## config.mk

```make
export PLATFORM = sky130hd
export DESIGN_NAME = branch_compare
export DESIGN_NICKNAME = d
export VERILOG_FILES = /design/src/common/rv_pkg.sv /design/src/execute/branch_compare.sv
export VERILOG_INCLUDE_DIRS = /design/src /design/src/common
export SDC_FILE = /design/constraint.sdc
export NUM_CORES = 1
export LEC_CHECK = 0
export ABC_AREA = 1
export BUFFER_PORTS_ARGS = -buffer_cell sky130_fd_sc_hd__buf_2
export CORE_ASPECT_RATIO = 1.4
export CORE_MARGIN = 5
export CORE_UTILIZATION = 30
export DETAILED_ROUTE_END_ITERATION = 8
export GPL_ROUTABILITY_DRIVEN = 0
export PLACE_DENSITY_LB_ADDON = 0.3
export SLEW_MARGIN = 15
export SYNTH_ARGS = -nofsm -noshare
export SYNTH_HDL_FRONTEND = slang
export SYNTH_SLANG_ARGS = --single-unit
```

## constraint.sdc

```tcl
create_clock -name vclk -period 2.5
set_input_delay 0.125 -clock vclk [all_inputs]
set_output_delay 0.125 -clock vclk [all_outputs]
set_load 0.05 [all_outputs]
```

## src/common/rv_settings.svh

```systemverilog
`ifndef RV_SETTINGS_SVH
`define RV_SETTINGS_SVH

// Data path and address width
`define RV_XLEN 32

// Architectural register count, x0 included
`define RV_REG_COUNT 32

// Instruction memory depth in words
`define RV_IMEM_WORDS 1024

// Data memory depth in words
`define RV_DMEM_WORDS 1024

`endif

```

## src/common/rv_pkg.sv

```systemverilog
`default_nettype none

`include "rv_settings.svh"

package rv_pkg;

    typedef logic [`RV_XLEN-1:0] word_t;                   // Data word or byte address
    typedef logic [4:0] reg_idx_t;                         // Register number
    typedef logic [$clog2(`RV_IMEM_WORDS)-1:0] imem_addr_t; // Word index into instruction memory
    typedef logic [2:0] funct3_t;

    // Major opcodes handled by the core
    typedef enum logic [6:0] {
        OP     = 7'b0110011,
        OP_IMM = 7'b0010011,
        LOAD   = 7'b0000011,
        STORE  = 7'b0100011,
        BRANCH = 7'b1100011
    } opcode_t;

    typedef enum logic [3:0] {
        ALU_ADD  = 4'd0,
        ALU_SUB  = 4'd1,
        ALU_SLL  = 4'd2,
        ALU_SLT  = 4'd3,
        ALU_SLTU = 4'd4,
        ALU_XOR  = 4'd5,
        ALU_SRL  = 4'd6,
        ALU_SRA  = 4'd7,
        ALU_OR   = 4'd8,
        ALU_AND  = 4'd9
    } alu_op_t;

endpackage

`default_nettype wire

```

## src/execute/branch_compare.sv

```systemverilog
`timescale 1ns/100ps
`default_nettype none

module branch_compare (
    input  rv_pkg::word_t   rs1_data,
    input  rv_pkg::word_t   rs2_data,
    input  rv_pkg::funct3_t funct3,
    input  logic            branch,
    output logic            branch_taken
);
    logic cond;

    always_comb begin
        case (funct3)
            3'b000:  cond = rs1_data == rs2_data;                   // beq
            3'b001:  cond = rs1_data != rs2_data;                   // bne
            3'b100:  cond = $signed(rs1_data) < $signed(rs2_data);  // blt
            3'b101:  cond = $signed(rs1_data) >= $signed(rs2_data); // bge
            3'b110:  cond = rs1_data < rs2_data;                    // bltu
            3'b111:  cond = rs1_data >= rs2_data;                   // bgeu
            default: cond = 1'b0; // Codes 010 and 011 are undefined
        endcase
    end

    assign branch_taken = branch & cond;

endmodule

`default_nettype wire

```

==> results.yml <==
job:
  drv_cap: 0
setup_path:
  critPathCaptureType: "output port"
  path_delay_family: "simple AND/OR/NAND/NOR gates"
  cpMostUsedCell: "nand2_1"
  critPathSlowestCell: "ha_1"
  cp-endpoint: "branch_taken"
  crit_cells: 18
  path_class: "in -> out"
  crit_chain: "buf_2 > inv_1 > ha_1 > nand2_1 > nor2_2 > nand3_1 > nand3_1 > nand2_1 > nand2_1 > nand2_1 > nand2_1 > nand2_1 > nand3_1 > nand2_1 > inv_1 > nor2_1 > nor2_1 > buf_2"
  worstPathArrival_ps: 1770
  path_buf_inv: 4
  cp_max_fo: 4
  cp-start-kind: "input port"
  cp_data_required_time_ps: 2380
  slowest_delay_ps: 270
  crit_path_start: "rs2_data[7]"
synthesis:
  synth_top_family_by_area: "adder cells"
  seq_area_frac_synth: 0
  ys_types: 15
  syn_inst: 176
  yosysTopAreaCellShare: 0.395
  netlist_area_um2: 1010
  synth_top_area_cell: "ha_1"
  synth_xor_area_frac: 0
  yosysWarningCount: 0
  synthTopCellsByArea: "ha_1 39%, inv_1 19%, nand2_1 16%, a21oi_1 5.9%, nand3_1 5.4%"
  synth_mux_area_frac: 0
  synthAdderAreaFrac: 0.395
  syn_nets: 276
  synth.avg_cell_area_um2: 5.77
  yosys.area_share.simple: 0.314
  synth-compound-area-share: 0.102
global_route:
  grt_max_degree: 7
  grt_util_all_layers: 0.0920
  antenna_found_initial: 0
  grt_pass1_vias: 1059
  grt_pass1_wl_um: 3720
  overflow: 0
sta:
  tightest_slew_ps: 248
  finalSetupViolations: 0
  fin_crit_sh: 0.757
  fmax_ghz: 0.528
  setup_tns_ps: 0
  whs_ps: 614
  min_period_ps: 1890
  slew_headroom: 0.836
  rsz0062_at_grt: "no"
  finalMaxSlewViolations: 0
  finalHoldViolCount: 0
floorplanning:
  rows: 25
  die-area_um2: 4660
  fp.dieH_um: 78.8
  core-area_um2: 3320
  start_util: 0.306
  ios: 69
  die_w_um: 59.2
clocking:
  cts_resized: 0
  cts_hold_buf: 0
  cts_setup_buffers: 0
pwr:
  power_density_nw_per_um2: 140
  leakagePower_nw: 0.975
  sequentialPowerShare: 0
  p_comb_frac: 1.000
  swShare: 0.501
  ir_worst_vdd_uv: 56.2
  p_clk_frac: 0
  p_total_w: 0.000198
  p_int_w: 0.0000986
  p_sw_w: 0.0000990
routing:
  wl_per_cell_um: 7.74
  wl_um: 2210
  drcViolationCount: 0
  routed_via_density: 4.25
  vias: 1210
  drt-pass1-iter-count: 4
  ant_nets: 0
  drtIter0Drc: 29
finish:
  seq_cell_count: 0
  num-nets-final: 347
  areaGrowthSynthToFinish_pct: 39.0
  clkbuf_count: 0
  final_cell_mix: "69 x buf_2, 51 x inv_1, 43 x nand2_1"
  antenna_cells: 0
  final_common_cell: "buf_2"
  seq_area_um2: 0
  fin_cells: 285
  fill_cells: 396
  drive_gt1_frac: 0.310
worst_hold_path:
  hold_class: "in -> out"
  min_from: "branch"
outcome:
  outcome: "completed"
placement:
  detailed_place_hpwl_um: 2150
  placed_cells: 285
  port_buffers: 69
[cells in the mapped netlist (all sizes together)]
library cell,instances
inv,51
ha,32
nand3,11
nor2,12
nor3,4
o21a,2
nand2,46
nand4,1
a21oi,13
o21ai,4
[worst min-delay path: cells and delay by family]
family                 cells  cell delay, ps
and+or+nand+nor            1              30
buffers and inverters      3             340
[cells by family (layout without fill, tap and decap cells)]
group | Yosys count | count (layout)
adders and majority gates | 32 | 32
and+or+nand+nor | 74 | 74
buffers and inverters | 51 | 120
AOI/OAI and AO/OA | 19 | 19
[final cells by class]
cell class,count,area [um^2],area share
repair buffers,69,345,0.245
inverters,51,191,0.136
well taps,40,50.0,0.0355
multi-input cells,125,823,0.584
[power groups by stage]
| stage | sequential [W] | clock, W | combinational [W] |
|---|---|---|---|
| floorplan | 0 | 0 | 0.000124 |
| global placement | 0 | 0 | 0.000200 |
| detailed placement | 0 | 0 | 0.000201 |
| CTS | 0 | 0 | 0.000203 |
| global route | 0 | 0 | 0.000236 |
| finish | 0 | 0 | 0.000198 |
[per-layer routing]
metal | track usage | part of all wire
met5 | 0 | 0
met4 | 0 | 0
met3 | 0.00813 | 0.13
met2 | 0.185 | 0.48
met1 | 0.107 | 0.40
[metrics by stage]
stage          setup WS (ps)  utilization  area (um^2)
2_1_floorplan            487            -         1010
3_3_place_gp             559        0.425         1410
3_5_place_dp             571        0.425         1410
4_1_cts                  565        0.425         1410
5_1_grt                  352        0.425         1410
6_report                 607        0.425         1410
[how the worst min path moves through the flow]
stage,end,depth (start not counted)
2_1_floorplan,branch_taken,2
6_report,branch_taken,4
3_5_place_dp,branch_taken,4
4_1_cts,branch_taken,4
3_3_place_gp,branch_taken,4
5_1_grt,branch_taken,4
No activity file was read; power rests on OpenSTA's default activity.
