[src/common/rv_settings.svh]
`ifndef RV_SETTINGS_SVH
`define RV_SETTINGS_SVH

// Data path and address width
`define RV_XLEN 32

// Architectural register count, x0 included
`define RV_REG_COUNT 32

// Instruction memory depth in words
`define RV_IMEM_WORDS 1024

// Data memory depth in words
`define RV_DMEM_WORDS 1024

`endif

[src/common/rv_pkg.sv]
`default_nettype none

`include "rv_settings.svh"

package rv_pkg;

    typedef logic [`RV_XLEN-1:0] word_t;                   // Data word or byte address
    typedef logic [4:0] reg_idx_t;                         // Register number
    typedef logic [$clog2(`RV_IMEM_WORDS)-1:0] imem_addr_t; // Word index into instruction memory
    typedef logic [2:0] funct3_t;

    // Major opcodes handled by the core
    typedef enum logic [6:0] {
        OP     = 7'b0110011,
        OP_IMM = 7'b0010011,
        LOAD   = 7'b0000011,
        STORE  = 7'b0100011,
        BRANCH = 7'b1100011
    } opcode_t;

    typedef enum logic [3:0] {
        ALU_ADD  = 4'd0,
        ALU_SUB  = 4'd1,
        ALU_SLL  = 4'd2,
        ALU_SLT  = 4'd3,
        ALU_SLTU = 4'd4,
        ALU_XOR  = 4'd5,
        ALU_SRL  = 4'd6,
        ALU_SRA  = 4'd7,
        ALU_OR   = 4'd8,
        ALU_AND  = 4'd9
    } alu_op_t;

endpackage

`default_nettype wire

[src/execute/alu.sv]
`timescale 1ns/100ps
`default_nettype none

module alu (
    input  rv_pkg::word_t   a,
    input  rv_pkg::word_t   b,
    input  rv_pkg::alu_op_t alu_op,
    output rv_pkg::word_t   result
);
    import rv_pkg::*;

    logic [4:0] shamt;
    logic       lt_signed;
    logic       lt_unsigned;

    assign shamt       = b[4:0]; // Upper bits of the shift amount ignored
    assign lt_signed   = $signed(a) < $signed(b);
    assign lt_unsigned = a < b;

    always_comb begin
        case (alu_op)
            ALU_ADD:  result = a + b;
            ALU_SUB:  result = a - b;
            ALU_SLL:  result = a << shamt;
            ALU_SLT:  result = {31'd0, lt_signed};
            ALU_SLTU: result = {31'd0, lt_unsigned};
            ALU_XOR:  result = a ^ b;
            ALU_SRL:  result = a >> shamt;
            ALU_SRA:  result = $signed(a) >>> shamt; // Sign bit fills from the left
            ALU_OR:   result = a | b;
            ALU_AND:  result = a & b;
            default:  result = '0;
        endcase
    end

endmodule

`default_nettype wire

[config.mk]
export PLATFORM = sky130hd
export DESIGN_NAME = alu
export DESIGN_NICKNAME = d
export VERILOG_FILES = /design/src/common/rv_pkg.sv /design/src/execute/alu.sv
export VERILOG_INCLUDE_DIRS = /design/src /design/src/common
export SDC_FILE = /design/constraint.sdc
export NUM_CORES = 1
export LEC_CHECK = 0
export ABC_AREA = 1
export BUFFER_PORTS_ARGS = -buffer_cell sky130_fd_sc_hd__buf_2
export CORE_UTILIZATION = 30
export DETAILED_ROUTE_END_ITERATION = 6
export GPL_TIMING_DRIVEN = 0
export SYNTH_ARGS = -nofsm -noshare
export SYNTH_HDL_FRONTEND = slang
export SYNTH_SLANG_ARGS = --single-unit
export TNS_END_PERCENT = 50
[constraint.sdc]
create_clock -name vclk -period 2.39
set_clock_uncertainty 0.15 [all_clocks]
set_input_delay 0.239 -clock vclk [all_inputs]
set_output_delay 0.239 -clock vclk [all_outputs]
set_load 0.05 [all_outputs]
==> impl_metrics.py <==
metrics = {
    "power_and_ir_drop": {
        "total_power_mw": 3.64,
        "power.density_mw_per_mm2": 265,
        "vdd_drop_max_mv": 0.137,
        "p_leak_nw": 7.20,
    },
    "timing": {
        "min_period_ns": 2.84,
        "fmax_mhz": 352,
        "setup_ws_ns": -0.449,
        "hold_viol": 0,
        "post-route-period-util_pct": 119,
        "final-setup-viol-count": 32,
        "worst_pin_slew_ns": 0.901,
        "fin_tns_setup_ns": -11.38,
        "finalMaxSlewViolations": 0,
        "timing.slew.headroom_pct": 40.0,
        "rsz0062_at_grt": "true",
    },
    "detailed_routing": {
        "drt_pre_antenna_iters": 6,
        "ant_nets": 0,
        "drc_errors": 0,
        "wl_per_cell_um": 24.9,
        "vias": 15400,
        "wl_um": 66100,
        "drt_iter0_drc": 2150,
        "via_per_inst": 5.81,
    },
    "logic_synthesis": {
        "synth_most_common_cell": "nand2_1",
        "synth_fp_nets": 2232,
        "synth_area_per_cell_sq_um": 4.87,
        "synth_cells": 2063,
        "ys_seq_area_share_pct": 0,
        "yosys.cell_types.count": 47,
        "synth_area_sq_mm": 0.0100,
        "synth_largest_area_cell": "nand2_1",
        "yosys-top-cells-count": "698 x nand2_1, 389 x nand3_1, 285 x inv_1",
        "synth_top_area_share_pct": 26.1,
        "netlist_top_cells_area": "nand2_1 26%, nand3_1 19%, ha_1 12%",
        "ys_warn_count": 0,
    },
    "finish": {
        "syn_to_final_growth_pct": 36.7,
        "nets": 2384,
        "n_clock_buffer": 0,
        "final_area_sq_mm": 0.0137,
        "drive_gt1_share_pct": 27.0,
        "seqCellArea_sq_um": 0,
        "finish.utilization_pct": 42.0,
        "instances_no_fill": 2655,
        "seq_cell_count": 0,
        "n_antenna_cell": 0,
    },
    "run_status": {
        "violations": "setup timing",
        "status": "finished, violations left",
    },
    "min_path": {
        "hp-class": "input pin to primary output",
    },
    "critical_path": {
        "crit_path_end_kind": "primary output",
        "worstPathArrival_ns": 2.45,
        "critPathKind": "input pin to primary output",
        "worst_ep_required_time_ns": 2.00,
        "cp-start-kind": "input pin",
        "path_max_fanout": 8,
    },
    "floorplan": {
        "die_y_um": 185,
        "num_rows": 66,
        "core_sq_mm": 0.0327,
        "design.die.area_sq_mm": 0.0342,
        "die_w_um": 185,
        "start_util_pct": 30.7,
        "io_pins": 100,
    },
    "place": {
        "gp_congestion": 1.05,
        "io_buffers": 100,
        "placed_cell_area_sq_mm": 0.0113,
        "dpl.cell_count": 2605,
        "dpl.hpwl_um": 53400,
    },
    "grt": {
        "grt_pass1_wl_um": 92900,
        "grt_pass1_vias": 13800,
        "grtUsageTotal_pct": 37.6,
        "grt_max_degree": 13,
        "gr-total-overflow": 0,
        "grt_antenna_before_repair": 0,
    },
    "clock_network": {
        "hold_buffers": 0,
    },
    "run": {
        "drv_cap": 0,
    },
}
## final timing paths
| check | from | end | cells after the start |
|---|---|---|---|
| worst max-delay path | b[2] | result[19] | 15 |
| worst min-delay path | alu_op[3] | result[0] | 7 |
## area by class of cell
type	instances	area, sq um
Buffer	85	713
Fill cell	3715	19000
Inverter	297	1170
Multi-Input combinational cell	1677	10000
Tap cell	442	553
Timing Repair Buffer	154	1270
## stage by stage
step,setup WS [ns],hold slack (ns)
floorplan,-0.142,0.672
global placement,-1.21,0.930
detailed placement,-1.23,0.942
CTS,-0.369,0.899
global route,-0.460,0.951
finish,-0.449,0.896
## cell usage in the layout, fill, tap and decap left out, types with 30 or more instances in the layout
| cell | count |
|---|---|
| nor2_2 | 41 |
| nand2_2 | 90 |
| nand4_1 | 35 |
| nand3_2 | 34 |
| o21ai_0 | 40 |
| nand3_1 | 338 |
| buf_4 | 81 |
| nor2_1 | 96 |
| ha_1 | 83 |
| inv_1 | 256 |
| nor2_4 | 34 |
| nand2_4 | 30 |
| buf_2 | 78 |
| nand2_1 | 581 |
| a21oi_1 | 58 |
## what timing repair did
action                                  CTS  global route
hold endpoints to repair                  0             0
buffers inserted                         40            14
pin swaps                                78            52
endpoints found under the setup margin   32            32
gates cloned                              0             0
gates resized for setup                 417           179
## power breakdown
part	leakage (nW)	switching (mW)	internal, mW
sequential	0	0	0
combinational	7.20	2.48	1.16
clock	0	0	0
## kinds of logic (layout without fill, tap and decap cells)
kind of cell / Yosys count / count (layout) / synth area share [%]
xor+xnor: 3 / 3 / 0.262
compound gates: 237 / 237 / 13.8
fa+ha+maj: 101 / 101 / 12.7
buf+inv: 386 / 536 / 16.1
mux: 1 / 1 / 0.0997
simple gates: 1335 / 1335 / 56.9
## per-layer routing
| metal | GRT usage [%] | routed length (um) |
|---|---|---|
| met3 | 5.62 | 7940 |
| met4 | 15.1 | 3200 |
| met1 | 55.2 | 29100 |
| met5 | 0 | 0 |
| met2 | 53.9 | 25900 |
## critical path, cell delays in order
cell and delay, ns:
buf_8 0.08, buf_12 0.13, inv_12 0.04, buf_12 0.12, buf_12 0.13, ha_4 0.37
buf_6 0.13, nand3_4 0.07, nand3_4 0.12, buf_4 0.14, nand4_1 0.25, nand4_1 0.20
nand3_1 0.08, nand4_1 0.16, buf_6 0.18
(Power assumes the default switching activity.)
