File: src/common/rv_settings.svh
`ifndef RV_SETTINGS_SVH
`define RV_SETTINGS_SVH

// Data path and address width
`define RV_XLEN 32

// Architectural register count, x0 included
`define RV_REG_COUNT 32

// Instruction memory depth in words
`define RV_IMEM_WORDS 1024

// Data memory depth in words
`define RV_DMEM_WORDS 1024

`endif

File: src/common/rv_pkg.sv
`default_nettype none

`include "rv_settings.svh"

package rv_pkg;

    typedef logic [`RV_XLEN-1:0] word_t;                   // Data word or byte address
    typedef logic [4:0] reg_idx_t;                         // Register number
    typedef logic [$clog2(`RV_IMEM_WORDS)-1:0] imem_addr_t; // Word index into instruction memory
    typedef logic [2:0] funct3_t;

    // Major opcodes handled by the core
    typedef enum logic [6:0] {
        OP     = 7'b0110011,
        OP_IMM = 7'b0010011,
        LOAD   = 7'b0000011,
        STORE  = 7'b0100011,
        BRANCH = 7'b1100011
    } opcode_t;

    typedef enum logic [3:0] {
        ALU_ADD  = 4'd0,
        ALU_SUB  = 4'd1,
        ALU_SLL  = 4'd2,
        ALU_SLT  = 4'd3,
        ALU_SLTU = 4'd4,
        ALU_XOR  = 4'd5,
        ALU_SRL  = 4'd6,
        ALU_SRA  = 4'd7,
        ALU_OR   = 4'd8,
        ALU_AND  = 4'd9
    } alu_op_t;

endpackage

`default_nettype wire

File: src/pc_counter.sv
`timescale 1ns/100ps
`default_nettype none

module pc_counter (
    input  wire           clk,
    input  wire           reset,
    input  logic          branch_taken,
    input  rv_pkg::word_t branch_target,
    output rv_pkg::word_t pc
);
    import rv_pkg::*;

    word_t next_pc;

    // Taken branch wins over sequential fetch
    assign next_pc = branch_taken ? branch_target : pc + 32'd4;

    always_ff @(posedge clk or posedge reset) begin
        if (reset) begin
            pc <= '0; // First fetch from address 0
        end else begin
            pc <= next_pc;
        end
    end

endmodule

`default_nettype wire

File: config.mk
export PLATFORM = sky130hd
export DESIGN_NAME = pc_counter
export DESIGN_NICKNAME = d
export VERILOG_FILES = /design/src/common/rv_pkg.sv /design/src/pc_counter.sv
export VERILOG_INCLUDE_DIRS = /design/src /design/src/common
export SDC_FILE = /design/constraint.sdc
export NUM_CORES = 1
export LEC_CHECK = 0
export ABC_AREA = 1
export BUFFER_PORTS_ARGS = -buffer_cell sky130_fd_sc_hd__buf_2
export CELL_PAD_IN_SITES_DETAIL_PLACEMENT = 1
export CELL_PAD_IN_SITES_GLOBAL_PLACEMENT = 2
export CORE_MARGIN = 4
export CORE_UTILIZATION = 28
export DETAILED_ROUTE_END_ITERATION = 8
export GPL_TIMING_DRIVEN = 1
export PLACE_DENSITY = 0.87
export SYNTH_ARGS = -nofsm -noshare
export SYNTH_HDL_FRONTEND = slang
export SYNTH_SLANG_ARGS = --single-unit
File: constraint.sdc
create_clock -name clk -period 2.1 [get_ports clk]
set_input_delay 0.42 -clock clk [delete_from_list [all_inputs] [get_ports clk]]
set_output_delay 0.42 -clock clk [all_outputs]
set_load 0.1 [all_outputs]
==> flow_summary.toml <==
[status]
status = "completed"

[place]
hpwlAfterDp_um = 4880
postPlaceCellArea_um2 = 2470
globalplace.congestion = 0.839
io_buffer_count = 66

[worst_setup_path]
startpoint = "pc[18]"
slowest_delay_ps = 470
criticalPathCategory = "flip-flop to output port"
reg2reg_slack_ps = 610
crit_end = "pc[18]"
crit_family = "buffers and inverters"
cpMaxStageDelayCell = "buf_2"
regToRegEndpoint = "pc[26]"
worstPathArrival_ps = 1220
worstReg2RegStart = "pc[2]"
path_max_fanout = 5
cp-start-kind = "flip-flop"
cp.required_ps = 1680
cp.buffers_inverters = 1
reg2reg_depth = 8
path_cells = "buf_2"
endpoint_kind = "output port"
worst-path-stages = 1

[sta]
fin_skew_ps = 1.55
drv_slew = 0
max_freq_mhz = 610
worst_pin_slew_ps = 501
hold_viol_final = 0
fin_crit_ps = 1640
max_slew_margin = 0.668
setup_violations = 0
period_share = 0.781
setup_tns_ps = 0
rsz0062_at_grt = "false"

[power_and_ir_drop]
pwr-share-comb = 0.367
leakagePower_nw = 1.32
clock_power_share = 0.254
p_int_w = 0.00107
p_sw_frac = 0.460
p_seq_frac = 0.379
ir_drop_mv = 0.330
finalPower_w = 0.00198
p_per_area_nw_per_um2 = 775
switchingPower_w = 0.000912

[clocking]
cts_root_buf = "clkbuf_8"
post_cts_resized = 0
postCtsHoldBufs = 0
clock_latency_ps = 290
cts_setup_buffers = 0
clk_path_buf_depth = 2
cts_inserted_buffers = 5
cts_tree = "yes"
clock-sinks = 32
cts.clk_slew.worst_paths_ps = 70
ctsHtreeMaxLevel = 2

[global_route]
grt_use_total = 0.157
grt_pass1_vias = 2341
antenna_found_initial = 0
grt.overflow.total = 0
grt_max_degree = 41
grt_pass1_wl_um = 10900

[logic_synthesis]
syn_inst = 309
yosysMostFrequentCell = "nand2_1"
synth_edf_count = 0
syn_area_um2 = 2020
yosys_warnings = 0
synth_common_cells = "nand2_1 (136), nor2_1 (40), dfrtp_1 (32)"
syn_nets = 345
synth-seq-cells = 32
syn_avg_cell_area_um2 = 6.52
synth-seq-area-share = 0.397
yosysUniqueCellTypes = 20
ys_async_sr_fraction = 1.00
synth_top_cell_by_area = "dfrtp_1"
synth.top_cells.by_area = "dfrtp_1 (40%), nand2_1 (25%), nand3_1 (7.4%)"
yosysTopAreaCellShare = 0.397
synth_flop_cell = "dfrtp_1"

[floorplan]
fp.dieW_um = 92.8
dieHeight_um = 92.8
placementRows = 30
core_um2 = 6910
ioPinCount = 67
start_util = 0.292
die_area_um2 = 8620

[routing]
num_vias = 2119
vias_per_cell = 4.45
first_pass_iters = 2
wirelength_um = 6120
wl_per_cell_um = 12.9
ant_nets = 0
drtIter0Drc = 49
drcViolationCount = 0

[final_layout]
diodes = 0
top_regs = "pc (32)"
largest_reg_flops = 32
num-nets-final = 415
syn2layout_area_growth_pct = 27.0
layout-drive-gt1-share = 0.253
regMostFlops = "pc"
final_cell_area_um2 = 2560

[job]
maxCapViolCount = 0

[hold_path]
hp-class = "primary input to async pin"
-- cells by family (layout without fill, tap and decap cells) --
family | Yosys count | in the layout | synth area share
AND/OR/NAND/NOR | 227 | 227 | 0.487
AO/OA/AOI/OAI | 14 | 14 | 0.0354
XOR/XNOR | 3 | 3 | 0.0130
adder cells (fa/ha/maj) | 1 | 1 | 0.00621
flip-flops | 32 | 32 | 0.397
buffers and inverters | 32 | 103 | 0.0608
-- worst min path at each step --
stage	to	cells past startpoint	from	slack, ps
6_report	pc[0]	3	reset	220
5_1_grt	pc[18]	3	reset	260
4_1_cts	pc[0]	3	reset	230
3_5_place_dp	pc[1]	2	pc[1]	460
3_3_place_gp	pc[0]	2	pc[0]	460
2_1_floorplan	pc[30]	2	branch_target[30]	530
-- power groups by stage --
stage	Clock [W]	Sequential, W	Combinational [W]
after global placement	0	0.000761	0.000727
after global routing	0.000547	0.000763	0.000777
after CTS	0.000522	0.000752	0.000737
final	0.000504	0.000751	0.000728
after floorplan	0	0.00117	0.000162
after detailed placement	0	0.000763	0.000736
-- area by class of cell --
cell class                 count  area [um2]
fill                         948        4350
multi-input combinational    245        1090
sequential                    32         803
timing repair buffer          70         360
tap                           96         120
inverter                      25        93.8
clock buffer                   8        90.1
-- worst reg2reg max path, stage by stage (launching register included) --
cell	delay (ps)
dfrtp_2	400
ha_1	190
nand2_2	80
nor2_4	190
nand2_4	110
nor2_4	180
nand3_1	90
nand3_1	90
nand2_1	50
-- metal layers --
layer	part of all wire	GRT usage	vias up
li1	-	-	1087
met1	0.46	0.189	988
met2	0.48	0.276	37
met3	0.045	0.0341	7
met4	0.014	0.0513	0
met5	0	0	-
-- cells in the final DEF, fill, tap and decap left out --
cell | Yosys | layout
nand2_1 | 136 | 136
buf_2 | 2 | 66
nor2_1 | 40 | 40
nand3_1 | 30 | 30
dfrtp_1 | 32 | 30
inv_1 | 24 | 24
o21ai_0 | 9 | 9
nor2_4 | 7 | 7
clkbuf_8 | 0 | 6
nand2_2 | 4 | 4
a21oi_1 | 4 | 4
buf_4 | 0 | 4
nor2_2 | 3 | 3
and2_1 | 3 | 3
xor2_1 | 3 | 3
or2_2 | 2 | 2
clkbuf_1 | 5 | 2
dfrtp_2 | 0 | 2
inv_2 | 1 | 1
nand2_4 | 1 | 1
or2_0 | 1 | 1
a31oi_1 | 1 | 1
ha_1 | 1 | 1
-- stage by stage --
stage          hold WS, ps   util  instances  worst slack (ps)
2_1_floorplan          533      -        309               139
4_1_cts                234  0.371        476               459
5_1_grt                262  0.371        476               426
6_report               221  0.371        476               459
3_5_place_dp           465  0.358        468               607
3_3_place_gp           458  0.358        468               666
Note: power is estimated with default switching activity, not from simulation.
