File: config.mk
export PLATFORM = sky130hd
export DESIGN_NAME = reg_file
export DESIGN_NICKNAME = d
export VERILOG_FILES = /design/src/common/rv_pkg.sv /design/src/decode/reg_file.sv
export VERILOG_INCLUDE_DIRS = /design/src /design/src/common
export SDC_FILE = /design/constraint.sdc
export NUM_CORES = 2
export LEC_CHECK = 0
export BUFFER_PORTS_ARGS = -buffer_cell sky130_fd_sc_hd__buf_2
export CAP_MARGIN = 20
export CELL_PAD_IN_SITES_DETAIL_PLACEMENT = 0
export CELL_PAD_IN_SITES_GLOBAL_PLACEMENT = 1
export CORE_UTILIZATION = 40
export DETAILED_ROUTE_END_ITERATION = 7
export PLACE_DENSITY_LB_ADDON = 0.1
export SETUP_SLACK_MARGIN = 0.05
export SYNTH_ARGS = -nofsm -noshare
export SYNTH_HDL_FRONTEND = slang
export SYNTH_SLANG_ARGS = --single-unit
File: constraint.sdc
create_clock -name clk -period 40.4 [get_ports clk]
set_input_delay 2.02 -clock clk [delete_from_list [all_inputs] [get_ports clk]]
set_output_delay 2.02 -clock clk [all_outputs]
set_load 0.01 [all_outputs]
File: src/common/rv_settings.svh
`ifndef RV_SETTINGS_SVH
`define RV_SETTINGS_SVH

// Data path and address width
`define RV_XLEN 32

// Architectural register count, x0 included
`define RV_REG_COUNT 32

// Instruction memory depth in words
`define RV_IMEM_WORDS 1024

// Data memory depth in words
`define RV_DMEM_WORDS 1024

`endif

File: src/common/rv_pkg.sv
`default_nettype none

`include "rv_settings.svh"

package rv_pkg;

    typedef logic [`RV_XLEN-1:0] word_t;                   // Data word or byte address
    typedef logic [4:0] reg_idx_t;                         // Register number
    typedef logic [$clog2(`RV_IMEM_WORDS)-1:0] imem_addr_t; // Word index into instruction memory
    typedef logic [2:0] funct3_t;

    // Major opcodes handled by the core
    typedef enum logic [6:0] {
        OP     = 7'b0110011,
        OP_IMM = 7'b0010011,
        LOAD   = 7'b0000011,
        STORE  = 7'b0100011,
        BRANCH = 7'b1100011
    } opcode_t;

    typedef enum logic [3:0] {
        ALU_ADD  = 4'd0,
        ALU_SUB  = 4'd1,
        ALU_SLL  = 4'd2,
        ALU_SLT  = 4'd3,
        ALU_SLTU = 4'd4,
        ALU_XOR  = 4'd5,
        ALU_SRL  = 4'd6,
        ALU_SRA  = 4'd7,
        ALU_OR   = 4'd8,
        ALU_AND  = 4'd9
    } alu_op_t;

endpackage

`default_nettype wire

File: src/decode/reg_file.sv
`timescale 1ns/100ps
`default_nettype none

`include "rv_settings.svh"

module reg_file (
    input  wire              clk,
    input  wire              reset,
    input  rv_pkg::reg_idx_t rs1,
    input  rv_pkg::reg_idx_t rs2,
    input  rv_pkg::reg_idx_t rd,
    input  logic             write_en,
    input  rv_pkg::word_t    write_data,
    output rv_pkg::word_t    rs1_data,
    output rv_pkg::word_t    rs2_data
);
    import rv_pkg::*;

    word_t regs [`RV_REG_COUNT];

    always_ff @(posedge clk or posedge reset) begin
        if (reset) begin
            for (int i = 0; i < `RV_REG_COUNT; i++) begin
                regs[i] <= '0;
            end
        end else if (write_en && rd != '0) begin
            regs[rd] <= write_data; // x0 never written, stays zero
        end
    end

    // Combinational read ports
    assign rs1_data = regs[rs1];
    assign rs2_data = regs[rs2];

endmodule

`default_nettype wire

==> results.json <==
{
  "outcome": "finished, final reports clean",
  "drc_errors": 0,
  "count_of_h_tree_levels_built_during_cts": 3,
  "via_count_of_the_first_global_routing_pass": 39300,
  "max_cap_viol_count": 0,
  "wl_per_cell_um": 30.6,
  "comb_power_share": 0.186,
  "cts_hold_buf": 0,
  "io_buffers": 113,
  "registers_with_the_most_flip_flops": "regs x1024",
  "clkSlewWorstSetupHoldPaths_ns": 0.06,
  "gr-total-overflow": 0,
  "grt_antenna_before_repair": 21,
  "power_frac_seq": 0.442,
  "dp.final_hpwl_um": 105000,
  "groute.usage.overall": 0.276,
  "timing.critical_path.from_type": "input pin",
  "power.density_mw_per_mm2": 50.2,
  "finalCritPeriodShare": 0.210,
  "endpoint_kind": "primary output",
  "ys_seq_elements": 1024,
  "initial_core_util": 0.405,
  "yosys_most_used_dff": "sky130_fd_sc_hd__dfrtp_1",
  "cts.sinks": 1024,
  "fp.dieH_um": 376,
  "synth.yosys.seq_area_share": 0.458,
  "vdd_drop_max_mv": 0.0405,
  "critPathArrivalTime_ns": 6.46,
  "intPower_w": 0.00221,
  "finalWirelength_um": 196000,
  "ffs_w_async_s_r_synth": 1.00,
  "setup_tns_ns": 0,
  "tritoncts": "yes",
  "largest_register_ff_count": 1024,
  "clockBufferDepth": 3,
  "synth_cells": 4602,
  "ant_nets": 0,
  "grt_pass1_wl_um": 286000,
  "reg2reg_depth": 1,
  "worstHoldPathCells": 0,
  "synth_top_area_share": 0.458,
  "layout_min_cycle_time_ns": 8.48,
  "design.final.nets": 4503,
  "min_delay_worst_endpoint": "regs[1012]",
  "std_cell_rows": 136,
  "yosys.area.top_type": "sky130_fd_sc_hd__dfrtp_1",
  "dieArea_mm2": 0.141,
  "core_region_area_mm2": 0.138,
  "syn_area_per_cell_um2": 12.2,
  "launch_instance_of_the_worst_min_delay_path": "regs[1012]",
  "largest-register": "regs",
  "fmax_ghz": 0.118,
  "synth.top_cells.by_area": "sky130_fd_sc_hd__dfrtp_1, sky130_fd_sc_hd__mux2_2, sky130_fd_sc_hd__mux2i_1",
  "slew_violations": 0,
  "p_sw_w": 0.000878,
  "initialDrtViolationCount": 2725,
  "unrepaired_setup_endpoints_after_global_routing": "false",
  "timing.final.setup_violations": 0,
  "final_util": 0.445,
  "hold_path.class": "reg2reg",
  "cts-resized-gates": 0,
  "power.share.clock": 0.372,
  "switching_share": 0.284,
  "critPathRequiredTime_ns": 38.38,
  "vias_per_cell": 5.96,
  "path_class": "in2out",
  "cts_post_setup_buffers_inserted": 0,
  "layout-drive-gt1-share": 0.309,
  "gp_congestion": 0.741,
  "drt_pass1_iterations": 5,
  "clockRootBuffer": "sky130_fd_sc_hd__clkbuf_16",
  "worst-slew-pin-transition_ns": 1.16,
  "floorplan.die.width_um": 376,
  "syn-num-nets": 4652,
  "critical_path_peak_fanout": 88,
  "reg2reg_from": "regs[597]",
  "clock_latency_late_sink_ns": 0.73,
  "synth-edff-count": 0,
  "clock-skew-final_ns": 0,
  "synth.lib_cells_used.distinct": 29,
  "p_leak_nw": 28.9,
  "dr_total_vias": 38200,
  "worst_r2r_endpoint": "regs[597]",
  "cts-buffers-inserted": 119,
  "ios": 114,
  "ys.warnings.count": 0,
  "timing_hold_violations_final": 0,
  "relSlewSlack": 0.226,
  "synth.cell_area_mm2": 0.0559,
  "area.growth.synth_to_final_pct": 9.92,
  "grt_start_max_net_pins": 157,
  "reg2reg_setup_slack_ns": 39.60,
  "mostFrequentLayoutCells": "sky130_fd_sc_hd__mux2i_1, sky130_fd_sc_hd__dfrtp_1, sky130_fd_sc_hd__mux2_2, sky130_fd_sc_hd__nand3_1, sky130_fd_sc_hd__nand2_1"
}
-- power groups by stage --
stage                     registers [W]  clock network, W  logic [W]
final                           0.00137           0.00115   0.000573
after global routing            0.00139           0.00121   0.000625
after CTS                       0.00136           0.00117   0.000575
after detailed placement        0.00138                 0   0.000573
after global placement          0.00137                 0   0.000564
after floorplan                 0.00134                 0   0.000446
-- per-layer routing --
layer / track usage / vias to the layer above / part of all wire / routed length (µm)
met1: 0.393 / 20500 / 0.47 / 92800
li1: - / 16700 / - / -
met4: 0.0688 / 12 / 0.021 / 4130
met2: 0.446 / 836 / 0.47 / 91500
met3: 0.0314 / 255 / 0.040 / 7890
met5: 0 / - / 0.00035 / 68
-- through the flow --
step / hold WS [ns] / std cells / worst slack [ns] / total power [W] / area [µm²]
floorplan: 0.449 / 4602 / 9.56 / 0.00179 / 55900
global placement: 0.384 / 6188 / 31.71 / 0.00194 / 57200
detailed placement: 0.388 / 6191 / 31.71 / 0.00195 / 57200
CTS: 0.401 / 6409 / 31.70 / 0.00311 / 61400
global route: 0.405 / 6414 / 31.71 / 0.00323 / 61500
finish: 0.401 / 6416 / 31.92 / 0.00309 / 61500
-- Yosys cell counts (16+ instances only) --
master and n:
sky130_fd_sc_hd__dfrtp_1 1024, sky130_fd_sc_hd__buf_2 109, sky130_fd_sc_hd__nor3_1 65, sky130_fd_sc_hd__nand3_1 194
sky130_fd_sc_hd__buf_6 45, sky130_fd_sc_hd__mux2_2 954, sky130_fd_sc_hd__buf_4 69, sky130_fd_sc_hd__a31oi_1 64
sky130_fd_sc_hd__mux2i_1 1024, sky130_fd_sc_hd__nor2_4 16, sky130_fd_sc_hd__nand2_1 210, sky130_fd_sc_hd__a22o_1 128
sky130_fd_sc_hd__buf_1 21, sky130_fd_sc_hd__a21oi_1 192, sky130_fd_sc_hd__mux2_1 38, sky130_fd_sc_hd__clkbuf_1 229
sky130_fd_sc_hd__a22oi_1 192
-- kinds of logic (layout without fill, tap and decap cells) --
group | after synthesis | in the layout | synth area share
muxes | 2016 | 2016 | 0.383
other | 0 | 3 | 0
buffers and inverters | 474 | 422 | 0.0449
AOI/OAI and AO/OA | 576 | 576 | 0.0701
DFF | 1024 | 1024 | 0.458
and+or+nand+nor | 512 | 512 | 0.0440
-- area by class of cell --
class,instances,area [µm²]
sequential,1024,25600
inverter,1,11.3
antenna,3,7.51
clock buffer,173,3520
tap,1863,2330
multi-input combinational,3104,27900
clock inverter,45,626
fill,13000,76700
timing repair buffer,203,1450
-- critical path: stages --
cell and delay, ns:
sky130_fd_sc_hd__buf_8 0.70, sky130_fd_sc_hd__buf_4 0.62, sky130_fd_sc_hd__buf_16 0.32, sky130_fd_sc_hd__buf_4 0.67
sky130_fd_sc_hd__buf_4 0.89, sky130_fd_sc_hd__mux2i_1 0.27, sky130_fd_sc_hd__a22o_1 0.17, sky130_fd_sc_hd__nor3_1 0.06
sky130_fd_sc_hd__a31oi_1 0.31, sky130_fd_sc_hd__nand3_1 0.18, sky130_fd_sc_hd__buf_2 0.18
-- how the worst max path moves through the flow --
| stage | start | endpoint |
|---|---|---|
| final | rs1[1] | rs1_data[19] |
| after global routing | rs1[1] | rs1_data[21] |
| after CTS | rs1[1] | rs1_data[21] |
| after detailed placement | rs1[1] | rs1_data[21] |
| after global placement | rs1[1] | rs1_data[19] |
| after floorplan | reset | regs[0] |
No activity file was read; power rests on OpenSTA's default activity.
